## src/design/mem_pkg.sv

```systemverilog
// Shared SRAM types and fixed region map; main memory decodes only address bits 16:0
package mem_pkg;

   typedef logic [17:0] sram_addr_t;   // SRAM word address, 256K words
   typedef logic [31:0] sram_word_t;   // Full word, high half on chip 2
   typedef logic [15:0] sram_half_t;   // One chip's data bus
   typedef logic [21:0] mm_addr_t;     // CPU main-memory address
   typedef logic [14:0] vram_addr_t;   // Video-memory address
   typedef logic [13:0] mcr_addr_t;    // Microcode address
   typedef logic [48:0] mcr_word_t;    // Microcode word, widest payload

   localparam int MCR_HI_W = 17;       // Microcode bits 48:32 in word 1

   // Requesters, values double as priority rank (VGA first)
   typedef enum logic [1:0] {
      PORT_VGA  = 2'd0,
      PORT_MCR  = 2'd1,
      PORT_VCPU = 2'd2,
      PORT_MM   = 2'd3
   } port_id_t;

   typedef struct packed {
      port_id_t   port;       // Who gets the response
      logic       write;      // 1 = store, 0 = load
      sram_addr_t addr;       // Already mapped into the port's region
      mcr_word_t  wdata;      // 32-bit ports zero-extended
      logic       two_word;   // Microcode, two SRAM words
   } mem_req_t;

   typedef struct packed {
      port_id_t  port;        // Tag copied from the request
      mcr_word_t rdata;       // Low 32 bits for one-word ports
   } mem_rsp_t;

   // Region tags in the top SRAM address bits
   localparam logic       REGION_MM   = 1'b0;
   localparam logic [1:0] REGION_VRAM = 2'b10;
   localparam logic [1:0] REGION_MCR  = 2'b11;

   // Main memory, lower half of the SRAM
   function automatic sram_addr_t map_mm(mm_addr_t addr);
      return {REGION_MM, addr[16:0]};   // Bits 21:17 dropped
   endfunction

   // Video memory, shared by CPU and display ports
   function automatic sram_addr_t map_vram(vram_addr_t addr);
      return {REGION_VRAM, addr, 1'b0};   // Spare low bit kept zero
   endfunction

   // Microcode, word-select in bit 0 starts at word 0
   function automatic sram_addr_t map_mcr(mcr_addr_t addr);
      return {REGION_MCR, 1'b0, addr, 1'b0};   // Bit 15 spare
   endfunction

endpackage

```

## src/design/port_mux.sv

```systemverilog
// Fixed priority VGA > MCR > VCPU > MM with no fairness; one hold entry, done one cycle after rsp
`timescale 1ns/1ps

module port_mux (
   input  logic                 uhdl_common,
   input  logic                 reset,

   input  logic                 vram_vga_req,
   input  mem_pkg::vram_addr_t  vram_vga_addr,
   output logic                 vram_vga_ready,
   output logic                 vram_vga_done,
   output mem_pkg::sram_word_t  vram_vga_data_out,

   input  logic                 mcr_req,
   input  logic                 mcr_write,
   input  mem_pkg::mcr_addr_t   mcr_addr,
   input  mem_pkg::mcr_word_t   mcr_data_in,
   output logic                 mcr_ready,
   output logic                 mcr_done,
   output mem_pkg::mcr_word_t   mcr_data_out,

   input  logic                 vram_cpu_req,
   input  logic                 vram_cpu_write,
   input  mem_pkg::vram_addr_t  vram_cpu_addr,
   input  mem_pkg::sram_word_t  vram_cpu_data_in,
   output logic                 vram_cpu_ready,
   output logic                 vram_cpu_done,
   output mem_pkg::sram_word_t  vram_cpu_data_out,

   input  logic                 sdram_req,
   input  logic                 sdram_write,
   input  mem_pkg::mm_addr_t    sdram_addr,
   input  mem_pkg::sram_word_t  sdram_data_in,
   output logic                 sdram_ready,
   output logic                 sdram_done,
   output mem_pkg::sram_word_t  sdram_data_out,

   output mem_pkg::mem_req_t    seq_req,
   output logic                 seq_valid,
   input  logic                 seq_ready,
   input  mem_pkg::mem_rsp_t    seq_rsp,
   input  logic                 seq_rsp_valid
);

   import mem_pkg::*;

   logic [3:0] grant;        // One-hot winner, indexed by port_id_t
   logic       can_load;     // Hold entry free this cycle
   logic       load;         // A port handshakes now
   logic       hold_valid;   // Entry waiting for the sequencer
   mem_req_t   hold_q;       // The one-entry hold register
   mem_req_t   sel_req;      // Winner's request, region mapped
   logic [3:0] done_q;       // Registered done pulses
   logic       in_flight;    // Sequencer owns a request

   // Free, or being drained by the sequencer in this cycle
   assign can_load = !hold_valid || seq_ready;
   assign load     = can_load && (grant != 4'b0000);

   // Priority pick and address mapping
   always_comb begin
      grant   = 4'b0000;
      sel_req = '0;   // Read, one word, zero data by default
      if (vram_vga_req) begin
         grant[PORT_VGA] = 1'b1;
         sel_req.port    = PORT_VGA;
         sel_req.addr    = map_vram(vram_vga_addr);   // Display is read only
      end else if (mcr_req) begin
         grant[PORT_MCR]  = 1'b1;
         sel_req.port     = PORT_MCR;
         sel_req.write    = mcr_write;
         sel_req.addr     = map_mcr(mcr_addr);
         sel_req.wdata    = mcr_data_in;
         sel_req.two_word = 1'b1;   // 49 bits need two SRAM words
      end else if (vram_cpu_req) begin
         grant[PORT_VCPU] = 1'b1;
         sel_req.port     = PORT_VCPU;
         sel_req.write    = vram_cpu_write;
         sel_req.addr     = map_vram(vram_cpu_addr);
         sel_req.wdata    = {{MCR_HI_W{1'b0}}, vram_cpu_data_in};
      end else if (sdram_req) begin
         grant[PORT_MM] = 1'b1;
         sel_req.port   = PORT_MM;
         sel_req.write  = sdram_write;
         sel_req.addr   = map_mm(sdram_addr);
         sel_req.wdata  = {{MCR_HI_W{1'b0}}, sdram_data_in};
      end
   end

   assign vram_vga_ready = can_load && grant[PORT_VGA];
   assign mcr_ready      = can_load && grant[PORT_MCR];
   assign vram_cpu_ready = can_load && grant[PORT_VCPU];
   assign sdram_ready    = can_load && grant[PORT_MM];

   // Hold register control
   always_ff @(posedge uhdl_common) begin
      if (reset) begin
         hold_valid <= 1'b0;
      end else begin
         hold_valid <= load || (hold_valid && !seq_ready);   // Refill or keep waiting
      end
   end

   always_ff @(posedge uhdl_common) begin
      if (load) begin
         hold_q <= sel_req;   // Payload, no reset
      end
   end

   assign seq_req   = hold_q;
   assign seq_valid = hold_valid;

   // Tracks the request inside the sequencer
   always_ff @(posedge uhdl_common) begin
      if (reset) begin
         in_flight <= 1'b0;
      end else if (seq_valid && seq_ready) begin
         in_flight <= 1'b1;   // New accept wins over a same-cycle rsp
      end else if (seq_rsp_valid) begin
         in_flight <= 1'b0;
      end
   end

   // Response demux into done pulses
   always_ff @(posedge uhdl_common) begin
      if (reset) begin
         done_q <= 4'b0000;
      end else begin
         done_q <= 4'b0000;   // One-cycle pulses
         if (seq_rsp_valid) begin
            done_q[seq_rsp.port] <= 1'b1;
         end
      end
   end

   // Read data, held until the port's next response
   always_ff @(posedge uhdl_common) begin
      if (seq_rsp_valid) begin
         case (seq_rsp.port)
            PORT_VGA:  vram_vga_data_out <= seq_rsp.rdata[31:0];
            PORT_MCR:  mcr_data_out      <= seq_rsp.rdata;
            PORT_VCPU: vram_cpu_data_out <= seq_rsp.rdata[31:0];
            PORT_MM:   sdram_data_out    <= seq_rsp.rdata[31:0];
            default:   ;
         endcase
      end
   end

   assign vram_vga_done = done_q[PORT_VGA];
   assign mcr_done      = done_q[PORT_MCR];
   assign vram_cpu_done = done_q[PORT_VCPU];
   assign sdram_done    = done_q[PORT_MM];

   // A port's handshake is exclusive
   a_one_ready: assert property (@(posedge uhdl_common) disable iff (reset)
      $onehot0({vram_vga_ready, mcr_ready, vram_cpu_ready, sdram_ready}))
      else $error("More than one port ready in a cycle");

   // Sequencer only answers what it took from here
   a_rsp_owned: assert property (@(posedge uhdl_common) disable iff (reset)
      seq_rsp_valid |-> in_flight)
      else $error("Response with no request in flight");

endmodule

```

## src/design/sram_sequencer.sv

```systemverilog
// Async SRAM strobe sequencer; sram_wait >= 1, both chips always enabled together
`timescale 1ns/1ps

module sram_sequencer #(
   parameter int sram_wait = 2   // Strobe low time in cycles
) (
   input  logic                 uhdl_common,
   input  logic                 reset,

   input  mem_pkg::mem_req_t    seq_req,
   input  logic                 seq_valid,
   output logic                 seq_ready,
   output mem_pkg::mem_rsp_t    seq_rsp,
   output logic                 seq_rsp_valid,

   output mem_pkg::sram_addr_t  sram_a,
   input  mem_pkg::sram_half_t  sram1_in,
   input  mem_pkg::sram_half_t  sram2_in,
   output mem_pkg::sram_half_t  sram1_out,
   output mem_pkg::sram_half_t  sram2_out,
   output logic                 sram_we_n,
   output logic                 sram_oe_n,
   output logic                 sram1_ce_n,
   output logic                 sram2_ce_n
);

   import mem_pkg::*;

   localparam int CNT_W = (sram_wait > 1) ? $clog2(sram_wait) : 1;
   localparam logic [CNT_W-1:0] CNT_LAST = CNT_W'(sram_wait - 1);

   typedef enum logic [1:0] {
      SEQ_IDLE,        // Address of a pending request already on the pins
      SEQ_STROBE,      // WE or OE low
      SEQ_RECOVER,     // Strobe high, response goes out next
      SEQ_NEXT_WORD    // Recovery of word 0, setup of word 1
   } seq_state_t;

   seq_state_t                  state;
   mem_req_t                    req_q;        // Accepted request
   mem_req_t                    cur_req;      // What the pins show
   logic                        word_sel;     // Second microcode word
   logic [CNT_W-1:0]            cnt;          // Strobe cycles so far
   logic                        strobe_end;   // Last strobe cycle
   logic                        accept;
   logic                        we_n_q;
   logic                        oe_n_q;
   logic                        ce_n_q;
   sram_word_t                  wr_word;      // Data bus for this word
   sram_word_t                  rd_word;      // Both chips joined
   sram_word_t                  lo_q;         // Word 0 read data
   logic [MCR_HI_W-1:0]         hi_q;         // Word 1 read data, microcode only

   assign seq_ready  = (state == SEQ_IDLE);
   assign accept     = seq_valid && seq_ready;
   assign strobe_end = (state == SEQ_STROBE) && (cnt == CNT_LAST);

   // In idle the held request drives the pins, a cycle ahead of the strobe
   assign cur_req = (state == SEQ_IDLE) ? seq_req : req_q;
   assign sram_a  = {cur_req.addr[17:1], cur_req.addr[0] | word_sel};
   assign wr_word = word_sel ? {15'b0, cur_req.wdata[48:32]} : cur_req.wdata[31:0];

   assign sram1_out  = wr_word[15:0];
   assign sram2_out  = wr_word[31:16];   // High half on chip 2
   assign rd_word    = {sram2_in, sram1_in};
   assign sram_we_n  = we_n_q;
   assign sram_oe_n  = oe_n_q;
   assign sram1_ce_n = ce_n_q;
   assign sram2_ce_n = ce_n_q;

   // FSM and strobes
   always_ff @(posedge uhdl_common) begin
      if (reset) begin
         state         <= SEQ_IDLE;
         word_sel      <= 1'b0;
         cnt           <= '0;
         we_n_q        <= 1'b1;
         oe_n_q        <= 1'b1;
         ce_n_q        <= 1'b1;
         seq_rsp_valid <= 1'b0;
      end else begin
         seq_rsp_valid <= 1'b0;   // Single-cycle pulse
         case (state)
            SEQ_IDLE: begin
               if (accept) begin
                  ce_n_q   <= 1'b0;
                  we_n_q   <= !seq_req.write;
                  oe_n_q   <= seq_req.write;
                  cnt      <= '0;
                  word_sel <= 1'b0;
                  state    <= SEQ_STROBE;
               end
            end
            SEQ_STROBE: begin
               if (strobe_end) begin
                  we_n_q <= 1'b1;
                  oe_n_q <= 1'b1;
                  if (req_q.two_word && !word_sel) begin
                     word_sel <= 1'b1;   // Address moves to word 1
                     state    <= SEQ_NEXT_WORD;
                  end else begin
                     state <= SEQ_RECOVER;
                  end
               end else begin
                  cnt <= cnt + 1'b1;
               end
            end
            SEQ_NEXT_WORD: begin
               we_n_q <= !req_q.write;   // Same direction as word 0
               oe_n_q <= req_q.write;
               cnt    <= '0;
               state  <= SEQ_STROBE;
            end
            SEQ_RECOVER: begin
               ce_n_q        <= 1'b1;
               word_sel      <= 1'b0;
               seq_rsp_valid <= 1'b1;
               state         <= SEQ_IDLE;
            end
            default: state <= SEQ_IDLE;
         endcase
      end
   end

   // Request copy, read capture and response payload
   always_ff @(posedge uhdl_common) begin
      if (accept) begin
         req_q <= seq_req;
      end
      if (strobe_end && !word_sel) begin
         lo_q <= rd_word;   // Sampled as the strobe rises
      end
      if (strobe_end && word_sel) begin
         hi_q <= rd_word[MCR_HI_W-1:0];
      end
      if (state == SEQ_RECOVER) begin
         seq_rsp.port  <= req_q.port;
         seq_rsp.rdata <= req_q.two_word ? {hi_q, lo_q} : {{MCR_HI_W{1'b0}}, lo_q};
      end
   end

   // Never drive the bus against the chips
   a_no_contention: assert property (@(posedge uhdl_common) disable iff (reset)
      !(!sram_we_n && !sram_oe_n))
      else $error("WE and OE low together");

   // Address set up before and held through every strobe cycle
   a_addr_stable: assert property (@(posedge uhdl_common) disable iff (reset)
      (!sram_we_n || !sram_oe_n) |-> $stable(sram_a))
      else $error("SRAM address changed under a strobe");

endmodule

```

## src/design/ram_controller.sv

```systemverilog
// Four-port SRAM controller top; single clock, responses have no back-pressure
`timescale 1ns/1ps

module ram_controller #(
   parameter int sram_wait = 2   // Passed to the sequencer, 1 or more
) (
   input  logic                 uhdl_common,
   input  logic                 reset,

   input  logic                 vram_vga_req,
   input  mem_pkg::vram_addr_t  vram_vga_addr,
   output logic                 vram_vga_ready,
   output logic                 vram_vga_done,
   output mem_pkg::sram_word_t  vram_vga_data_out,

   input  logic                 mcr_req,
   input  logic                 mcr_write,
   input  mem_pkg::mcr_addr_t   mcr_addr,
   input  mem_pkg::mcr_word_t   mcr_data_in,
   output logic                 mcr_ready,
   output logic                 mcr_done,
   output mem_pkg::mcr_word_t   mcr_data_out,

   input  logic                 vram_cpu_req,
   input  logic                 vram_cpu_write,
   input  mem_pkg::vram_addr_t  vram_cpu_addr,
   input  mem_pkg::sram_word_t  vram_cpu_data_in,
   output logic                 vram_cpu_ready,
   output logic                 vram_cpu_done,
   output mem_pkg::sram_word_t  vram_cpu_data_out,

   input  logic                 sdram_req,
   input  logic                 sdram_write,
   input  mem_pkg::mm_addr_t    sdram_addr,
   input  mem_pkg::sram_word_t  sdram_data_in,
   output logic                 sdram_ready,
   output logic                 sdram_done,
   output mem_pkg::sram_word_t  sdram_data_out,

   output mem_pkg::sram_addr_t  sram_a,
   input  mem_pkg::sram_half_t  sram1_in,
   input  mem_pkg::sram_half_t  sram2_in,
   output mem_pkg::sram_half_t  sram1_out,
   output mem_pkg::sram_half_t  sram2_out,
   output logic                 sram_we_n,
   output logic                 sram_oe_n,
   output logic                 sram1_ce_n,
   output logic                 sram2_ce_n
);

   import mem_pkg::*;

   mem_req_t seq_req;         // Hold register to sequencer
   logic     seq_valid;
   logic     seq_ready;
   mem_rsp_t seq_rsp;         // Tagged read data back
   logic     seq_rsp_valid;

   port_mux i_port_mux (
      .uhdl_common       (uhdl_common),
      .reset             (reset),
      .vram_vga_req      (vram_vga_req),
      .vram_vga_addr     (vram_vga_addr),
      .vram_vga_ready    (vram_vga_ready),
      .vram_vga_done     (vram_vga_done),
      .vram_vga_data_out (vram_vga_data_out),
      .mcr_req           (mcr_req),
      .mcr_write         (mcr_write),
      .mcr_addr          (mcr_addr),
      .mcr_data_in       (mcr_data_in),
      .mcr_ready         (mcr_ready),
      .mcr_done          (mcr_done),
      .mcr_data_out      (mcr_data_out),
      .vram_cpu_req      (vram_cpu_req),
      .vram_cpu_write    (vram_cpu_write),
      .vram_cpu_addr     (vram_cpu_addr),
      .vram_cpu_data_in  (vram_cpu_data_in),
      .vram_cpu_ready    (vram_cpu_ready),
      .vram_cpu_done     (vram_cpu_done),
      .vram_cpu_data_out (vram_cpu_data_out),
      .sdram_req         (sdram_req),
      .sdram_write       (sdram_write),
      .sdram_addr        (sdram_addr),
      .sdram_data_in     (sdram_data_in),
      .sdram_ready       (sdram_ready),
      .sdram_done        (sdram_done),
      .sdram_data_out    (sdram_data_out),
      .seq_req           (seq_req),
      .seq_valid         (seq_valid),
      .seq_ready         (seq_ready),
      .seq_rsp           (seq_rsp),
      .seq_rsp_valid     (seq_rsp_valid)
   );

   sram_sequencer #(
      .sram_wait (sram_wait)
   ) i_sram_sequencer (
      .uhdl_common   (uhdl_common),
      .reset         (reset),
      .seq_req       (seq_req),
      .seq_valid     (seq_valid),
      .seq_ready     (seq_ready),
      .seq_rsp       (seq_rsp),
      .seq_rsp_valid (seq_rsp_valid),
      .sram_a        (sram_a),
      .sram1_in      (sram1_in),
      .sram2_in      (sram2_in),
      .sram1_out     (sram1_out),
      .sram2_out     (sram2_out),
      .sram_we_n     (sram_we_n),
      .sram_oe_n     (sram_oe_n),
      .sram1_ce_n    (sram1_ce_n),
      .sram2_ce_n    (sram2_ce_n)
   );

endmodule

```

## config.mk

```make
export PLATFORM = sky130hd
export DESIGN_NAME = ram_controller
export DESIGN_NICKNAME = d
export VERILOG_FILES = /design/src/design/mem_pkg.sv /design/src/design/port_mux.sv /design/src/design/sram_sequencer.sv /design/src/design/ram_controller.sv
export SDC_FILE = /design/constraint.sdc
export NUM_CORES = 1
export LEC_CHECK = 0
export ABC_CLOCK_PERIOD_IN_PS = 5810
export BUFFER_PORTS_ARGS = -buffer_cell sky130_fd_sc_hd__buf_2
export CAP_MARGIN = 20
export CORE_ASPECT_RATIO = 2
export CORE_UTILIZATION = 53
export CTS_BUF_LIST = sky130_fd_sc_hd__clkbuf_2 sky130_fd_sc_hd__clkbuf_4 sky130_fd_sc_hd__clkbuf_8
export CTS_CLUSTER_DIAMETER = 30
export CTS_CLUSTER_SIZE = 20
export DETAILED_ROUTE_END_ITERATION = 16
export PLACE_DENSITY = 0.82
export SKIP_CTS_REPAIR_TIMING = 1
export SLEW_MARGIN = 0
export SYNTH_ARGS = -nofsm -noshare
export SYNTH_HDL_FRONTEND = slang
export SYNTH_SLANG_ARGS = --single-unit
```

## constraint.sdc

```tcl
create_clock -name uhdl_common -period 5.81 [get_ports uhdl_common]
set_input_delay 0.2905 -clock uhdl_common [delete_from_list [all_inputs] [get_ports uhdl_common]]
set_output_delay 0.2905 -clock uhdl_common [all_outputs]
set_load 0.02 [all_outputs]
```

Word level (Yosys, flattened, before mapping)

Cells that the tools add are included.

RAM bits: 0
Memories: 0
Memory bits (read-only): 0
Register bits: 400
Latch bits: 0

Add/subtract/negate cells: 1
$mul: 0
Order comparisons: 2
Eq/ne operators: 10
Bitwise gates (word level): 3
Div/mod/pow operators: 0
Mux-type cells: 32
Reduce and logical (&&, ||, !) cells: 38
Shift operators: 0

Operator list:

| operator             | count |
|---|---|
| $mux W70             | 2 |
| $mux W69             | 1 |
| $mux W68             | 1 |
| $mux W32             | 1 |
| $mux W16             | 1 |
| $mux W1              | 15 |
| $logic_and A1 B1 Y1  | 12 |
| $pmux W1 S3          | 4 |
| $reduce_and A2 Y1    | 6 |
| $eq A2 B2 Y1 const B | 4 |
| $pmux W2 S4          | 1 |
| $mux W2              | 3 |
| $reduce_and A3 Y1    | 2 |
| $reduce_bool A3 Y1   | 2 |
| $logic_not A1 Y1     | 5 |
| $eq A2 B1 Y1 const B | 2 |
| $logic_not A2 Y1     | 2 |
| $ne A2 B1 Y1 const B | 2 |
| $ne A2 B2 Y1 const B | 2 |
| $reduce_and A4 Y1    | 1 |
| $reduce_bool A4 Y1   | 1 |
| $reduce_or A2 Y1     | 2 |
| $reduce_or A4 Y1     | 1 |
| $lt A2 B3 Y1 const B | 1 |
| other kinds (10)     | 12 |

Longest topological paths before layout

Depth after elaboration: 7
Depth in mapped cells: 6

Hierarchy

A second synthesis with hierarchy kept.

Cell total of the unflattened synthesis: 801
Area total of the unflattened synthesis: 14310.0 um2

Modules (own cells, without submodules):

| module         | area an instance (um2) | cells an instance | times used | seq. area each (um2) |
|---|---|---|---|---|
| port_mux       | 7835.0                 | 439               | 1          | 6586.3 |
| sram_sequencer | 6475.0                 | 362               | 1          | 5295.1 |

Worst setup path after synthesis

Ideal clock, no wire load.

Path type: reg-to-reg
Start point: reg i_sram_sequencer.state[0]
End point: reg i_sram_sequencer.req_q[0] (netlist name), enable pin
Clock period less this slack: 4511 ps
Cell stages (with the launch flop): 6
Arrival: 4010 ps
Path buffers: 3
Data required time: 5310 ps
Path slack: 1299 ps
Path through: dfxtp_1 buf_2 or2_2 buf_2 buf_2 nor2_1

Longest elaborated chain between the ends: 2

RTL lines:

| element                           | RTL line              | RTL |
|---|---|---|
| start: declaration                | sram_sequencer.sv:39  | `seq_state_t state;` |
| start signal: assignment          | sram_sequencer.sv:74  | `state <= SEQ_IDLE;` |
| start signal: assignment          | sram_sequencer.sv:91  | `state <= SEQ_STROBE;` |
| start signal: assignment          | sram_sequencer.sv:100 | `state <= SEQ_NEXT_WORD;` |
| $logic_not A2 Y1                  | sram_sequencer.sv:54  | `assign seq_ready = (state == SEQ_IDLE);` |
| $logic_and A1 B1 Y1               | sram_sequencer.sv:55  | `assign accept = seq_valid && seq_ready;` |
| named net i_sram_sequencer.accept | sram_sequencer.sv:45  | `logic accept;` |
| end signal: assignment            | sram_sequencer.sv:128 | `req_q <= seq_req;` |
| end: declaration                  | sram_sequencer.sv:40  | `mem_req_t req_q;` |

The timed path passes the listed nets, and every way through them passes these cells.
A chain may end at the register's enable or synchronous reset.

Worst setup path after layout

Start point: reg i_sram_sequencer.state[0]
End point: reg i_port_mux.hold_q, in the netlist i_port_mux.seq_req[38], enable pin

Longest elaborated chain between the ends: 3

RTL lines:

| element                   | RTL line             | RTL |
|---|---|---|
| $logic_not A2 Y1          | sram_sequencer.sv:54 |  |
| $logic_or A1 B1 Y1        | port_mux.sv:57       | `assign can_load = !hold_valid \|\| seq_ready;` |
| $logic_and A1 B1 Y1       | port_mux.sv:58       | `assign load = can_load && (grant != 4'b0000);` |
| named net i_port_mux.load | port_mux.sv:49       | `logic load;` |
| end signal: assignment    | port_mux.sv:106      | `hold_q <= sel_req;` |
| end: declaration          | port_mux.sv:51       | `mem_req_t hold_q;` |

The timed path passes the listed nets, and every way through them passes these cells.

==> results.yml <==
logic_synthesis:
  synth_common_cells: "387 x edfxtp_1, 91 x nand2_1, 60 x a22oi_1"
  synthMuxAreaShare_pct: 2.88
  synth-xor-area-share_pct: 0
  async_flop_share_pct: 0
  synth_area_mm2: 0.0143
  synth.most_common_cell: "edfxtp_1"
  synth-main-ff-cell: "edfxtp_1"
  synth-simple-area-share_pct: 5.83
  synthDistinctLibCells: 33
  ys_seq_elements: 400
  synthesis.nets: 1019
  synth_top_area_share_pct: 81.1
  synthAdderAreaFrac_pct: 0
  ys.warnings.count: 0
  synth_compound_area_share_pct: 5.90
  synth_area_per_cell_um2: 17.9
  syn_inst: 799
  yosys.area.top_type: "edfxtp_1"
  netlist_top_cells_area: "edfxtp_1 81%, a22oi_1 3.1%, mux4_2 2.7%"
  synth-seq-area-share_pct: 82.9
  synth_top_family_by_area: "compound AO/OA/AOI/OAI gates"
  synth-edff-count: 387
drt:
  met1_length_mm: 10.2
  drcViolationCount: 0
  vias_per_cell: 5.19
  wl_mm: 29.3
  highest_layer: "met4"
  vias: 8483
  drtIter0Drc: 493
  wl_met2_mm: 16.0
  final_antenna_net_count: 0
  route.met3.wl_mm: 1.59
  first_pass_iters: 5
  route.detailed.wl_per_inst_um: 17.9
critical_path:
  cp.arrival_ns: 3.03
  required_ns: 5.97
  cp-start-kind: "register"
  cpPeakStageDelay_ns: 0.64
  cp_top_family: "buffers and inverters"
  crit_chain: "nor2_4 -> buf_4 -> nor2_1 -> nor2_4 -> buf_4"
  path_max_fanout: 52
  crit_slowest_cell: "buf_4"
  critPathBufInv: 2
  critical_path_class: "register to register"
  rrSetupSlack_ns: 2.93
  end_kind: "register"
  crit_start: "i_sram_sequencer.state[0]$_SDFFE_PP0P_"
  r2r-start: "i_sram_sequencer.state[0]$_SDFFE_PP0P_"
sta:
  rsz0062_at_grt: "no"
  finalMaxSlewViolations: 0
  fmax_mhz: 348
  fin_tns_setup_ns: 0
  min_period_ns: 2.88
  setup-violations-final: 0
  hold_violations: 0
  skew_ns: 0.0176
  fin_crit_sh_pct: 49.5
  worst_pin_slew_ns: 1.03
  relSlewSlack_pct: 31.0
grt:
  antenna_found_initial: 4
  grt_util_all_layers_pct: 20.7
  grt_max_degree: 71
  grt_first_pass_wirelength_mm: 44.0
  grt_pass1_vias: 8447
  grt_overflow: 0
clock_tree:
  clkTransAtPathRegs_ns: 0.09
  cts_max_level: 2
  tritoncts: "yes"
  clk_latency_ns: 0.54
  cts_buffer_depth: 3
  cts_root_buffer: "clkbuf_8"
  clock_sinks: 400
  numCtsBuffers: 36
placement:
  gp_congestion: 0.839
  port_buffers: 421
  dp_hpwl_mm: 20.4
  dpl-instance-area_mm2: 0.0168
layout:
  design_area_mm2: 0.0179
  multiInputGateArea_mm2: 0.00215
  area.sequential_mm2: 0.0119
  fillCellCount: 1797
  nNetsFinal: 1483
  area_growth_pct: 24.5
  drive_gt1_share_pct: 40.5
floorplan:
  die_y_um: 235
  io_pins: 427
  rows: 84
  die-area_mm2: 0.0278
  die_x_um: 118
  coreArea_mm2: 0.0265
  start_util_pct: 54.1
pwr:
  peakVddDrop_mv: 0.222
  powerDensity_mw_per_mm2: 305
  p_leak_nw: 6.99
flow_run:
  cap_violations: 0
hold_path:
  min_path_type: "primary input to register"
  min_from: "vram_vga_addr[14]"
outcome:
  status: "complete, no violations"
## worst paths after layout
| check | to | depth (start not counted) |
|---|---|---|
| hold reg to reg | i_sram_sequencer.seq_rsp[16]$_DFFE_PP_ | 0 |
| setup reg to reg | i_port_mux.seq_req[38]$_SDFFCE_PN0P_ | 5 |
| setup / recovery | i_port_mux.seq_req[38]$_SDFFCE_PN0P_ | 5 |
| hold / removal | i_port_mux.seq_req[65]$_DFFE_PP_ | 3 |
## kinds of logic after synthesis
| group | Yosys count |
|---|---|
| and+or+nand+nor | 171 |
| buffers and inverters | 74 |
| muxes | 20 |
| AOI/OAI and AO/OA | 134 |
| DFF | 400 |
## where the power goes
| part | total (W) | switching (W) | internal (W) |
|---|---|---|---|
| clock | 0.00164 | 0.000940 | 0.000700 |
| combinational | 0.000462 | 0.000276 | 0.000186 |
| sequential | 0.00334 | 0.0000498 | 0.00329 |
| total | 0.00544 | 0.00127 | 0.00417 |
## final cells by class
cell class	count	share of cell area, %
Antenna cell	4	0.0561
Clock buffer	39	2.94
Clock inverter	23	1.18
Inverter	36	0.757
Multi-Input combinational cell	325	12.0
Sequential cell	400	66.6
Tap cell	344	2.41
Timing Repair Buffer	464	14.1
## worst min-delay path: cells and delay by family
family	cells	cell delay (ns)
and+or+nand+nor	2	0.10
buffers and inverters	1	0.08
## stage by stage
stage          power (W)  instances  hold slack, ns  util (%)  worst slack [ns]
3_3_place_gp     0.00383       1536           0.401      63.3              2.94
2_1_floorplan    0.00365        799           0.389         -              1.30
3_5_place_dp     0.00385       1536           0.405      63.3              2.88
6_report         0.00544       1635          0.0266      67.4              2.93
5_1_grt          0.00564       1635         0.00915      67.4              2.67
4_1_cts          0.00547       1598          -0.121      66.1              2.88
## state kept, by name (all words and copies together) (netlist names), 2 cells and up
signal                        cells
i_port_mux.vram_vga_data_out     32
i_sram_sequencer.hi_q            17
i_port_mux.seq_req               71
i_sram_sequencer.state            2
i_port_mux.mcr_data_out          49
i_sram_sequencer.seq_rsp         51
i_port_mux.sdram_data_out        32
i_sram_sequencer.lo_q            32
i_port_mux.vram_cpu_data_out     32
i_sram_sequencer.req_q           71
i_port_mux.done_q                 4
## metal layers
layer | vias up | track usage (%)
met5 | - | 0
met4 | 0 | 12.0
met3 | 87 | 2.84
met2 | 434 | 38.1
met1 | 4009 | 22.4
li1 | 3953 | -
## cell usage in the layout, fill, tap and decap left out, types with 2 or more instances in the layout
cell type / netlist / layout
a21oi_1: 19 / 19
and3b_1: 3 / 2
buf_4: 3 / 10
edfxtp_1: 387 / 387
inv_1: 36 / 36
dfxtp_1: 13 / 13
nand2_1: 91 / 91
buf_2: 16 / 421
a22oi_1: 60 / 60
mux4_2: 17 / 17
clkinvlp_4: 0 / 5
a32oi_1: 2 / 2
o21ai_0: 46 / 46
dlygate4sd3_1: 0 / 33
nor2_4: 1 / 6
o21ai_2: 2 / 2
nand2b_1: 3 / 3
inv_6: 0 / 6
clkbuf_8: 0 / 37
nor2b_1: 5 / 4
nor2_1: 16 / 11
mux2i_1: 3 / 3
and2_1: 38 / 38
diode_2: 0 / 4
nor3_1: 3 / 3
clkinv_1: 0 / 3
nand3b_1: 2 / 2
nor3b_1: 4 / 3
inv_8: 0 / 2
clkinv_2: 0 / 3
clkbuf_4: 0 / 2
Power figures use the tool's default switching activity.
